==> config.mk <==
export PLATFORM = sky130hd
export DESIGN_NAME = rr_fifo_arbiter_top
export DESIGN_NICKNAME = d
export VERILOG_FILES = /design/src/hw/rr_arb_pkg.sv /design/src/hw/token_counter.sv /design/src/hw/sync_fifo.sv /design/src/hw/rr_arbiter_2.sv /design/src/hw/seg7_scanner.sv /design/src/hw/rr_fifo_arbiter_top.sv
export VERILOG_INCLUDE_DIRS = /design/src /design/src/include
export SDC_FILE = /design/constraint.sdc
export NUM_CORES = 1
export LEC_CHECK = 0
export BUFFER_PORTS_ARGS = -buffer_cell sky130_fd_sc_hd__clkbuf_2
export CORE_MARGIN = 10
export CORE_UTILIZATION = 50
export DETAILED_ROUTE_END_ITERATION = 8
export PLACE_DENSITY = 0.68
export SETUP_SLACK_MARGIN = 0.02
export SLEW_MARGIN = 30
export SYNTH_ARGS = -nofsm -noshare
export SYNTH_HDL_FRONTEND = slang
export SYNTH_HIERARCHICAL = 1
export SYNTH_SLANG_ARGS = --single-unit
==> constraint.sdc <==
create_clock -name clk -period 3.5 [get_ports clk]
set_input_delay 0 -clock clk [delete_from_list [all_inputs] [get_ports clk]]
set_output_delay 0 -clock clk [all_outputs]
set_load 0.01 [all_outputs]
==> src/include/rr_arb_defs.svh <==
`ifndef RR_ARB_DEFS_SVH
`define RR_ARB_DEFS_SVH

// ----------------------------------------------------------------------
// Datapath

// Token width, source tag plus count
`define DATA_W      4

// Entries per source FIFO
`define FIFO_DEPTH  4

// ----------------------------------------------------------------------
// Display

`define NUM_DIGITS  4

// Prescaler width, one digit step every 2**SCAN_DIV_W clocks
`define SCAN_DIV_W  10

`endif

==> src/hw/rr_arb_pkg.sv <==
`include "rr_arb_defs.svh"

package rr_arb_pkg;

    // ------------------------------------------------------------------
    // Vector types

    typedef logic [`DATA_W     - 1:0] data_t;       // Tag bit plus count
    typedef logic [`DATA_W     - 2:0] count_t;
    typedef logic [              7:0] seg_t;        // a is the MSB, h the LSB
    typedef logic [`NUM_DIGITS - 1:0] digit_sel_t;  // One-hot

    // Arbiter favours this head when both are valid
    typedef enum logic
    {
        PRIO_A = 1'b0,
        PRIO_B = 1'b1
    } prio_e;

    // ------------------------------------------------------------------
    // Display bundles

    typedef struct packed
    {
        logic a_ready;
        logic b_ready;
        logic out_ready;
        logic out_valid;
    } flow_status_s;

    typedef struct packed
    {
        data_t        a_data;
        data_t        b_data;
        data_t        out_data;
        flow_status_s status;
    } display_in_s;

endpackage

==> src/hw/token_counter.sv <==
`timescale 1ns/1ns

module token_counter
    import rr_arb_pkg::*;
(
    input  logic  clk,
    input  logic  rst_n,

    input  logic  valid,
    input  logic  ready,   // in_ready of the receiving FIFO
    input  logic  tag,     // Source bit, MSB of every token
    output data_t data
);

    count_t count;
    logic   xfer;

    assign xfer = valid & ready;

    // Next token advances after each accepted one, wraps naturally
    always_ff @(posedge clk)
    begin
        if (!rst_n)
        begin
            count <= '0;
        end
        else if (xfer)
        begin
            count <= count + 1'b1;
        end
    end

    assign data = {tag, count};  // A gives 0..7, B gives 8..f

endmodule

==> src/hw/sync_fifo.sv <==
`timescale 1ns/1ns

module sync_fifo
    import rr_arb_pkg::*;
#(
    parameter depth = 4
)
(
    input  logic  clk,
    input  logic  rst_n,

    input  logic  in_valid,
    output logic  in_ready,
    input  data_t in_data,

    output logic  out_valid,
    input  logic  out_ready,
    output data_t out_data
);

    localparam ptr_w = (depth > 1) ? $clog2(depth) : 1;
    localparam cnt_w = $clog2(depth + 1);

    localparam [ptr_w - 1:0] last_ptr = ptr_w'(depth - 1);
    localparam [cnt_w - 1:0] full_cnt = cnt_w'(depth);

    data_t              mem [depth];
    logic [ptr_w - 1:0] wr_ptr;
    logic [ptr_w - 1:0] rd_ptr;
    logic [cnt_w - 1:0] count;   // Occupancy

    logic push;
    logic pop;
    logic full;
    logic empty;

    // ------------------------------------------------------------------
    // Flags and head

    assign full  = (count == full_cnt);
    assign empty = (count == '0);

    assign in_ready  = ~full;         // State only, never from in_valid
    assign out_valid = ~empty;
    assign out_data  = mem[rd_ptr];   // Written entry shows up next cycle

    assign push = in_valid  & in_ready;
    assign pop  = out_valid & out_ready;

    always_ff @(posedge clk)
    begin
        if (push)
            mem[wr_ptr] <= in_data;
    end

    // ------------------------------------------------------------------
    // Pointers and occupancy

    always_ff @(posedge clk)
    begin
        if (!rst_n)
        begin
            wr_ptr <= '0;
            rd_ptr <= '0;
            count  <= '0;
        end
        else
        begin
            if (push)
                wr_ptr <= (wr_ptr == last_ptr) ? '0 : wr_ptr + 1'b1;

            if (pop)
                rd_ptr <= (rd_ptr == last_ptr) ? '0 : rd_ptr + 1'b1;

            case ({push, pop})
            2'b10:   count <= count + 1'b1;
            2'b01:   count <= count - 1'b1;
            default: count <= count;   // Idle or push with pop
            endcase
        end
    end

    // A push never lands on an unread entry
    a_no_push_full: assert property (@(posedge clk) disable iff (!rst_n)
        push && !empty |-> wr_ptr != rd_ptr);

    // A pop always reads a written entry
    a_no_pop_empty: assert property (@(posedge clk) disable iff (!rst_n)
        pop && !full |-> wr_ptr != rd_ptr);

    // Stalled head must not change under a concurrent push
    a_head_stable: assert property (@(posedge clk) disable iff (!rst_n)
        out_valid && !out_ready |=> out_valid && $stable(out_data));

endmodule

==> src/hw/rr_arbiter_2.sv <==
`timescale 1ns/1ns

module rr_arbiter_2
    import rr_arb_pkg::*;
(
    input  logic  clk,
    input  logic  rst_n,

    input  logic  a_valid,
    output logic  a_ready,
    input  data_t a_data,

    input  logic  b_valid,
    output logic  b_ready,
    input  data_t b_data,

    output logic  out_valid,
    input  logic  out_ready,
    output data_t out_data
);

    prio_e prio;
    logic  hold;      // Output stalled in the last cycle
    logic  hold_a;    // Grant kept through the stall
    logic  grant_a;
    logic  grant_b;

    // ------------------------------------------------------------------
    // Grant

    // A stalled output keeps its head
    // Otherwise a lone valid head wins regardless of priority
    assign grant_a = a_valid & (hold ? hold_a  : (~b_valid | (prio == PRIO_A)));
    assign grant_b = b_valid & (hold ? ~hold_a : (~a_valid | (prio == PRIO_B)));

    assign out_valid = grant_a | grant_b;
    assign out_data  = grant_a ? a_data : b_data;

    // Only the granted FIFO sees out_ready
    assign a_ready = grant_a & out_ready;
    assign b_ready = grant_b & out_ready;

    // Priority flips to the other side after every output transfer
    always_ff @(posedge clk)
    begin
        if (!rst_n)
        begin
            prio   <= PRIO_A;
            hold   <= 1'b0;
            hold_a <= 1'b0;
        end
        else
        begin
            hold   <= out_valid & ~out_ready;
            hold_a <= grant_a;

            if (out_valid & out_ready)
                prio <= grant_a ? PRIO_B : PRIO_A;
        end
    end

    a_one_ready: assert property (@(posedge clk) disable iff (!rst_n)
        !(a_ready && b_ready));

    // Held grant still points at a valid head
    a_grant_valid: assert property (@(posedge clk) disable iff (!rst_n)
        hold |-> (hold_a ? a_valid : b_valid));

endmodule

==> src/hw/seg7_scanner.sv <==
`timescale 1ns/1ns
`include "rr_arb_defs.svh"

module seg7_scanner
    import rr_arb_pkg::*;
(
    input  logic        clk,
    input  logic        rst_n,
    input  display_in_s disp,
    output seg_t        abcdefgh,
    output digit_sel_t  digit
);

    localparam seg_t seg_blank     = 8'b0000_0000;
    localparam seg_t seg_ready_a   = 8'b1000_0000;  // Segment a
    localparam seg_t seg_ready_b   = 8'b0000_0010;  // Segment g
    localparam seg_t seg_ready_out = 8'b0001_0000;  // Segment d

    // Scan order out, status, B, A
    localparam digit_sel_t dig_out    = digit_sel_t'(1);
    localparam digit_sel_t dig_status = digit_sel_t'(2);
    localparam digit_sel_t dig_b      = digit_sel_t'(4);
    localparam digit_sel_t dig_a      = digit_sel_t'(8);

    logic [`SCAN_DIV_W - 1:0] scan_cnt;
    logic                     scan_tick;
    seg_t                     status_seg;

    function automatic seg_t hex_to_seg(input data_t value);
        seg_t seg;
        case (value)
        4'h0:    seg = 8'b1111_1100;
        4'h1:    seg = 8'b0110_0000;
        4'h2:    seg = 8'b1101_1010;
        4'h3:    seg = 8'b1111_0010;
        4'h4:    seg = 8'b0110_0110;
        4'h5:    seg = 8'b1011_0110;
        4'h6:    seg = 8'b1011_1110;
        4'h7:    seg = 8'b1110_0000;
        4'h8:    seg = 8'b1111_1110;
        4'h9:    seg = 8'b1111_0110;
        4'ha:    seg = 8'b1110_1110;
        4'hb:    seg = 8'b0011_1110;
        4'hc:    seg = 8'b1001_1100;
        4'hd:    seg = 8'b0111_1010;
        4'he:    seg = 8'b1001_1110;
        4'hf:    seg = 8'b1000_1110;
        default: seg = seg_blank;
        endcase
        return seg;
    endfunction

    // ------------------------------------------------------------------
    // Digit scan

    assign scan_tick = &scan_cnt;   // Last prescaler count

    always_ff @(posedge clk)
    begin
        if (!rst_n)
        begin
            scan_cnt <= '0;
            digit    <= dig_out;
        end
        else
        begin
            scan_cnt <= scan_cnt + 1'b1;

            if (scan_tick)
                digit <= {digit[`NUM_DIGITS - 2:0], digit[`NUM_DIGITS - 1]};
        end
    end

    // ------------------------------------------------------------------
    // Segment select

    always_comb
    begin
        status_seg = seg_blank;

        if (disp.status.a_ready)   status_seg |= seg_ready_a;
        if (disp.status.b_ready)   status_seg |= seg_ready_b;
        if (disp.status.out_ready) status_seg |= seg_ready_out;
    end

    always_comb
    begin
        case (digit)
        dig_out:    abcdefgh = disp.status.out_valid ? hex_to_seg(disp.out_data) : seg_blank;
        dig_status: abcdefgh = status_seg;
        dig_b:      abcdefgh = hex_to_seg(disp.b_data);
        dig_a:      abcdefgh = hex_to_seg(disp.a_data);
        default:    abcdefgh = seg_blank;
        endcase
    end

    // Digit holds for the whole prescaler period
    a_digit_hold: assert property (@(posedge clk) disable iff (!rst_n)
        !scan_tick |=> $stable(digit) && $onehot(digit));

endmodule

==> src/hw/rr_fifo_arbiter_top.sv <==
`timescale 1ns/1ns
`include "rr_arb_defs.svh"

module rr_fifo_arbiter_top
    import rr_arb_pkg::*;
(
    input  logic       clk,
    input  logic       rst_n,

    input  logic       a_valid,
    output logic       a_ready,
    input  logic       b_valid,
    output logic       b_ready,

    output logic       out_valid,
    input  logic       out_ready,
    output data_t      out_data,

    output seg_t       abcdefgh,
    output digit_sel_t digit
);

    data_t       a_token;       // Next token from source A
    data_t       b_token;
    data_t       a_head;
    data_t       b_head;
    logic        a_head_valid;
    logic        a_head_ready;
    logic        b_head_valid;
    logic        b_head_ready;
    display_in_s disp;

    // ------------------------------------------------------------------
    // Sources and their FIFOs

    token_counter i_a_counter
    (
        .clk   (clk),
        .rst_n (rst_n),
        .valid (a_valid),
        .ready (a_ready),
        .tag   (1'b0),
        .data  (a_token)
    );

    token_counter i_b_counter
    (
        .clk   (clk),
        .rst_n (rst_n),
        .valid (b_valid),
        .ready (b_ready),
        .tag   (1'b1),
        .data  (b_token)
    );

    sync_fifo #(.depth (`FIFO_DEPTH)) i_a_fifo
    (
        .clk       (clk),
        .rst_n     (rst_n),
        .in_valid  (a_valid),
        .in_ready  (a_ready),
        .in_data   (a_token),
        .out_valid (a_head_valid),
        .out_ready (a_head_ready),
        .out_data  (a_head)
    );

    sync_fifo #(.depth (`FIFO_DEPTH)) i_b_fifo
    (
        .clk       (clk),
        .rst_n     (rst_n),
        .in_valid  (b_valid),
        .in_ready  (b_ready),
        .in_data   (b_token),
        .out_valid (b_head_valid),
        .out_ready (b_head_ready),
        .out_data  (b_head)
    );

    // ------------------------------------------------------------------
    // Merge and display

    rr_arbiter_2 i_arbiter
    (
        .clk       (clk),
        .rst_n     (rst_n),
        .a_valid   (a_head_valid),
        .a_ready   (a_head_ready),
        .a_data    (a_head),
        .b_valid   (b_head_valid),
        .b_ready   (b_head_ready),
        .b_data    (b_head),
        .out_valid (out_valid),
        .out_ready (out_ready),
        .out_data  (out_data)
    );

    assign disp.a_data           = a_token;
    assign disp.b_data           = b_token;
    assign disp.out_data         = out_data;
    assign disp.status.a_ready   = a_ready;
    assign disp.status.b_ready   = b_ready;
    assign disp.status.out_ready = out_ready;
    assign disp.status.out_valid = out_valid;

    seg7_scanner i_scanner
    (
        .clk      (clk),
        .rst_n    (rst_n),
        .disp     (disp),
        .abcdefgh (abcdefgh),
        .digit    (digit)
    );

endmodule

; ---- Word level (Yosys, flattened, before mapping)
; Memories as Yosys holds them, arrays and structs flattened. A register that Yosys moved wholly into a read port is not among the register bits.
; Cells that the tools add are included.
[totals]
wordCells = 95
inputBits = 5
ramBits = 24
mem_bits_ro = 336
ff_bits = 37
mem_count = 5
out_inout_bits = 19
[memory_table]
columns = memory, depth, width, rd, rd_clocked_by_memory_dff, write_ports, line_no
row1 = (no name shown), 16, 7, 1, 0, 0, seg7_scanner.sv:31  ; case (value)
row2 = (no name shown), 16, 7, 1, 1, 0, seg7_scanner.sv:31
row3 = (no name shown), 16, 7, 1, 1, 0, seg7_scanner.sv:31
row4 = i_a_fifo.mem, 4, 3, 1, 1, 1, sync_fifo.sv:27  ; data_t mem [depth];
row5 = i_b_fifo.mem, 4, 3, 1, 1, 1, sync_fifo.sv:27
[op_classes]
n_eq_ne = 14
addsub = 11
n_reduce_logical = 5
n_bitwise = 20
mux = 27
[ops]
columns = op, n
row1 = one-hot mux 8 bit (4 select lines), 1
row2 = 2-to-1 mux 4 bit, 5
row3 = 2-to-1 mux 2 bit, 9
row4 = 2-to-1 mux 8 bit, 2
row5 = "adder 3 x 1 -> 3 bit, second input constant", 4
row6 = "equality test 2 bit, second input constant", 6
row7 = one-hot mux 3 bit (2 select lines), 2
row8 = "adder 10 x 1 -> 10 bit, second input constant", 1
row9 = AND 1 bit, 10
row10 = AND reduction 10 bit, 1
row11 = "adder 2 x 1 -> 2 bit, second input constant", 4
row12 = 2-to-1 mux 1 bit, 7
row13 = inverter 1 bit, 7
row14 = "equality test 3 bit, second input constant", 2
row15 = logical NOT 3 bit, 2
row16 = "subtractor 3 x 1 -> 3 bit, second input constant", 2
row17 = 2-to-1 mux 5 bit, 1
row18 = "equality test 2 x 1 -> 1 bit, second input constant", 2
row19 = "equality test 4 x 1 -> 1 bit, second input constant", 1
row20 = "equality test 4 x 2 -> 1 bit, second input constant", 1
row21 = "equality test 4 x 3 -> 1 bit, second input constant", 1
row22 = "equality test 4 bit, second input constant", 1
row23 = nonzero test 2 bit, 2
row24 = OR 1 bit, 3

; ---- Logic depth before layout (Yosys ltp)
[depth]
depth_word = 8
depth_mapped = 12
depth_no_buf = 12

; ---- Modules after synthesis
; Netlist, hierarchy kept.
[by_module_without_submodules]
columns = mod, cells_per_inst, seq_area_each_um2, area_per_inst_um2, n_inst
row1 = sync_fifo, 76, 660.6, 1074.8, 2
row2 = seg7_scanner, 172, 280.3, 1503.9, 1
row3 = token_counter, 15, 60.1, 150.1, 2
row4 = rr_arbiter_2, 25, 60.1, 235.2, 1
row5 = rr_fifo_arbiter_top, 2, 0.0, 7.5, 1

; ---- Worst setup path before layout
; OpenSTA, ideal clock, no wires.
[synth_path]
path_type = flip-flop to flip-flop
startpoint = register i_b_fifo.count[1]
endpoint = register i_a_fifo.count[2]
setup_ns = 0.070
required_time_ns = 3.430
slack_ns = 0.846
path_buffers = 0
arrival_time_ns = 2.584
synth_period_minus_slack_ns = 2.654
path_stages_with_launch = 13
path_cell_list = dfxtp_1 or3_2 nand3b_2 nand3_4 nor2_1 o31ai_1 inv_1 ha_1 inv_1 fa_1 xor2_1 or3_2 a21boi_1
[synth_via]
elab_chain_cells = 8
word_cells_on_any_way = 10
cone_classes = eq/ne (2) / mux (2) / bitwise (4) / reduce/logical (2)
[synth_lines]
columns = element, line_no
row1 = "start, declared", sync_fifo.sv:30  ; logic [cnt_w - 1:0] count;
row2 = "start signal, assigned", sync_fifo.sv:76  ; 2'b10: count <= count + 1'b1;
row3 = "start signal, assigned", sync_fifo.sv:77  ; 2'b01: count <= count - 1'b1;
row4 = "start signal, assigned", sync_fifo.sv:78  ; default: count <= count;
row5 = logical NOT 3 bit (*), sync_fifo.sv:41  ; assign empty = (count == '0);
row6 = OR 1 bit (*), rr_arbiter_2.sv:33  ; assign grant_a = a_valid & (hold ? hold_a : (~b_valid | (prio == PRIO_A)));
row7 = 2-to-1 mux 1 bit (*), rr_arbiter_2.sv:33
row8 = AND 1 bit (*), rr_arbiter_2.sv:33
row9 = AND 1 bit (*), rr_arbiter_2.sv:40  ; assign a_ready = grant_a & out_ready;
row10 = net a_head_ready, rr_fifo_arbiter_top.sv:28  ; logic a_head_ready;
row11 = AND 1 bit (*), sync_fifo.sv:48  ; assign pop = out_valid & out_ready;
row12 = net i_a_fifo.pop, sync_fifo.sv:33  ; logic pop;
row13 = equality test 2 x 1 -> 1 bit / equality test 2 bit (equally long branches), sync_fifo.sv:75  ; case ({push, pop})
row14 = one-hot mux 3 bit (2 select lines) / nonzero test 2 bit (equally long branches), -
row15 = "end signal, assigned", sync_fifo.sv:76
row16 = "end signal, assigned", sync_fifo.sv:77
row17 = "end signal, assigned", sync_fifo.sv:78
row18 = "end, declared", sync_fifo.sv:30
; The timed path passes the listed nets; every way through them passes the cells marked *.
; A chain may end at the register's enable or synchronous reset.

; ---- Worst setup path in the final report
[layout_path]
startpoint = register i_b_fifo.count[1]
endpoint = output port abcdefgh[4]
[layout_via]
word_cells_on_any_way = 11
cone_classes = mux (4) / bitwise (5) / reduce/logical (1) / memory (1)
[layout_lines]
columns = element, line_no
row1 = logical NOT 3 bit, sync_fifo.sv:41
row2 = inverter 1 bit, sync_fifo.sv:44  ; assign out_valid = ~empty;
row3 = net b_head_valid, rr_fifo_arbiter_top.sv:29  ; logic b_head_valid;
row4 = AND 1 bit, rr_arbiter_2.sv:34  ; assign grant_b = b_valid & (hold ? ~hold_a : (~a_valid | (prio == PRIO_B)));
row5 = OR 1 bit, rr_arbiter_2.sv:36  ; assign out_valid = grant_a | grant_b;
row6 = 2-to-1 mux 8 bit, seg7_scanner.sv:89  ; dig_out: abcdefgh = disp.status.out_valid ? hex_to_seg(disp.out_data) : seg_blank;
row7 = one-hot mux 8 bit (4 select lines), seg7_scanner.sv:88  ; case (digit)
row8 = "end, declared", rr_fifo_arbiter_top.sv:19  ; output seg_t abcdefgh,
; The timed path passes the listed nets, and every way through them passes these cells.

==> flow_summary.ini <==
[setup_path]
crit_path_start_kind = flip-flop
critical_path_required_ps = 3500
critical_path.max_fanout = 6
rrSetupSlack_ps = 670
max_stage_delay_ps = 540
slowest_stage = or3_2
worstSetupPathType = reg2out
cp-end-kind = output pin
crit_chain = or3_2, nand3b_2, nand3_4, mux2_4, inv_1, ha_1, inv_1, mux4_2, nor2_1, a211o_1, clkbuf_2
crit_family = simple AND/OR/NAND/NOR gates
r2r-end = i_a_fifo/count[2]
crit_buf_inv = 3
r2r_start = i_b_fifo/count[1]
reg2reg_depth = 12
worstPathArrival_ps = 2970
path_common_cell = inv_1

[worst_hold_path]
hold_path.class = in2reg
hold_depth = 3
worstHoldStart = b_valid
hold_path_end = i_b_fifo/wr_ptr[0]

[synthesis]
synth_top_family_by_area = simple AND/OR/NAND/NOR gates
syn-num-nets = 423
synth_edf_count = 32
synth_xor_area_frac = 0.02296
synth-adder-area-share = 0.1139
synthArstFlopShare = 0
ys.flop_type = dfxtp_1
syn_area_per_cell_um2 = 11.01
ys_ff_latch = 73
synthCells = 381
ys_types = 61
synth-seq-area-share = 0.4246
synthMuxAreaShare = 0.1276
synthSimpleGateAreaFrac = 0.1661
synth_area_um2 = 4197
synth_warnings = 6
synth_compound_area_frac = 0.09750

[floorplanning]
fp.dieH_um = 111.6
start_util = 0.5133
ioPinCount = 24
core_um2 = 8175
die-area_um2 = 12460
num_rows = 33
die_w_um = 111.6

[clocking]
cts_sinks = 73
numCtsBuffers = 9
cts_tree = built
hold_buffers = 2
cts-root-buf = clkbuf_8
clockBufferDepth = 2
cts_max_level = 3
postCtsSetupRepairBufs = 0
cts_resized = 0
clk_pin_slew_ps = 80
insertion_delay_ps = 340

[place]
placedCellCount = 493
dp.final_hpwl_um = 5565
numPortBuffers = 22
place_congestion = 0.8636

[drt]
drc = 0
vias = 2799
drt-total-wl_um = 7589
vias_per_cell = 5.477
drtIter0Drc = 160
drt-pass1-iter-count = 4
wl_per_cell_um = 14.85
ant_nets = 0

[pwr]
vdd_ir_drop_max_uv = 264.6
p_leak_uw = 0.001845
powerDensity_nw_per_um2 = 618.4

[layout]
fin_cells = 511
n_antenna_cell = 0
nNetsFinal = 443
synthToLayoutAreaGrowth_pct = 9.302
fin_util = 0.5611
drive_above_1_share = 0.1872

[grt]
grt_overflow = 0
grt_pass1_wl_um = 12900
grtUsageTotal = 0.1228
antenna_found_initial = 0
first_global_vias = 2669
grt_max_degree = 47

[timing]
period_share = 0.8477
rsz0062_at_grt = false
setup_viol = 0
fin_crit_ps = 2967
hold_viol = 0
tightest_slew_ps = 853.1
fin_worst_skew_ps = 10.99
fmax_mhz = 337.0
final.setup.tns_ps = 0
slew_violations = 0
slew_headroom = 0.4233

[flow_run]
max-cap-violations = 0

[status]
status = finished, final reports clean
## layout make-up
cell class / instances / area, um^2
Inverter: 27 / 101.3
Fill cell: 702 / 3588
Clock buffer: 12 / 165.2
Tap cell: 105 / 131.4
Timing Repair Buffer: 24 / 130.1
Multi-Input combinational cell: 266 / 2227
Clock inverter: 4 / 50.05
Sequential cell: 73 / 1782
## Yosys cell counts, drive strengths merged (11+ instances only)
cell,instances,area share
inv,27,0.024
mux2i,16,0.038
mux4,11,0.059
dfxtp,41,0.20
edfxtp,32,0.23
and2,15,0.024
nand3,13,0.018
nor2,14,0.013
o21ai,15,0.018
nand2,28,0.025
ha,35,0.10
and3,12,0.020
## metal layers
layer	vias to the layer above	GRT usage	routed length (um)
met3	16	0.03543	394
met4	0	0.04970	174
li1	1412	-	-
met1	1319	0.1548	3561
met5	-	0	0
met2	52	0.1930	3459
## flip-flops by register name, summed over array words and instances, names as in the netlist, named ones only
register and flops:
i_a_counter/count 3, i_a_fifo/count 3, i_a_fifo/mem 16, i_a_fifo/rd_ptr 2
i_a_fifo/wr_ptr 2, i_arbiter/hold 1, i_arbiter/hold_a 1, i_arbiter/prio 1
i_b_counter/count 3, i_b_fifo/count 3, i_b_fifo/mem 16, i_b_fifo/rd_ptr 2
i_b_fifo/wr_ptr 2, i_scanner/digit 4, i_scanner/scan_cnt 10
## worst register-to-register path, stage by stage, from the launching register on
cell,delay [ps]
dfxtp_1,340
or3_2,540
nand3b_2,120
nand3_4,140
nor2_1,120
o31ai_1,130
inv_1,80
ha_1,180
inv_1,60
fa_1,370
xor2_1,150
or3_2,400
a21boi_1,140
## cells by family (layout without fill, tap and decap cells)
logic type               count (synthesis)  in the layout
AND/OR/NAND/NOR                        120            120
flip-flops                              73             73
AO/OA/AOI/OAI                           58             58
buffers and inverters                   42             67
adder cells (fa/ha/maj)                 37             37
multiplexers                            37             37
XOR/XNOR                                11             11
other                                    3              3
## layout by cell type (no fill, tap or decap), types with 5 or more instances in the layout
cell type | Yosys | layout
xnor2_1 | 7 | 7
clkbuf_2 | 0 | 22
nand4_1 | 5 | 5
nand3_1 | 12 | 12
a21boi_0 | 5 | 5
dfxtp_1 | 41 | 41
nor2_1 | 14 | 14
o21ai_0 | 13 | 13
mux2_2 | 6 | 6
ha_1 | 35 | 35
and2_1 | 13 | 13
a21oi_1 | 6 | 6
mux2i_1 | 16 | 16
and3_1 | 6 | 6
nand2_1 | 28 | 28
inv_1 | 27 | 27
o211ai_1 | 5 | 5
nor2b_1 | 7 | 7
clkbuf_8 | 0 | 12
edfxtp_1 | 32 | 32
and3_2 | 6 | 6
mux4_2 | 11 | 11
nand2b_1 | 5 | 5
## through the flow
stage	worst slack, ps	area [um^2]	hold slack, ps	total power [uW]
2_1_floorplan	846.0	4197	117.5	1868
3_3_place_gp	736.3	4352	364.6	2144
3_5_place_dp	665.8	4352	362.8	2163
4_1_cts	512.9	4587	1.628	2864
5_1_grt	378.4	4587	44.78	3038
6_report	533.0	4587	28.43	2836
## where the power goes
| part | leakage (uW) | switching, uW | internal [uW] |
|---|---|---|---|
| logic | 0.00111 | 589 | 500 |
| clock network | 0.000105 | 306 | 386 |
| registers | 0.000629 | 80.5 | 974 |
| total | 0.00185 | 976 | 1860 |
## how the worst max path moves through the flow
stage,startpoint,to,slack [ps],cells after the start
floorplan,i_b_fifo/count[1],i_a_fifo/count[2],850,12
global placement,i_b_fifo/count[1],i_a_fifo/count[2],740,12
finish,i_b_fifo/count[1],abcdefgh[4],530,11
global route,i_b_fifo/count[1],abcdefgh[4],380,11
CTS,i_b_fifo/count[1],abcdefgh[4],510,11
detailed placement,i_b_fifo/count[1],i_a_fifo/count[2],670,12
(Power assumes the default switching activity.)
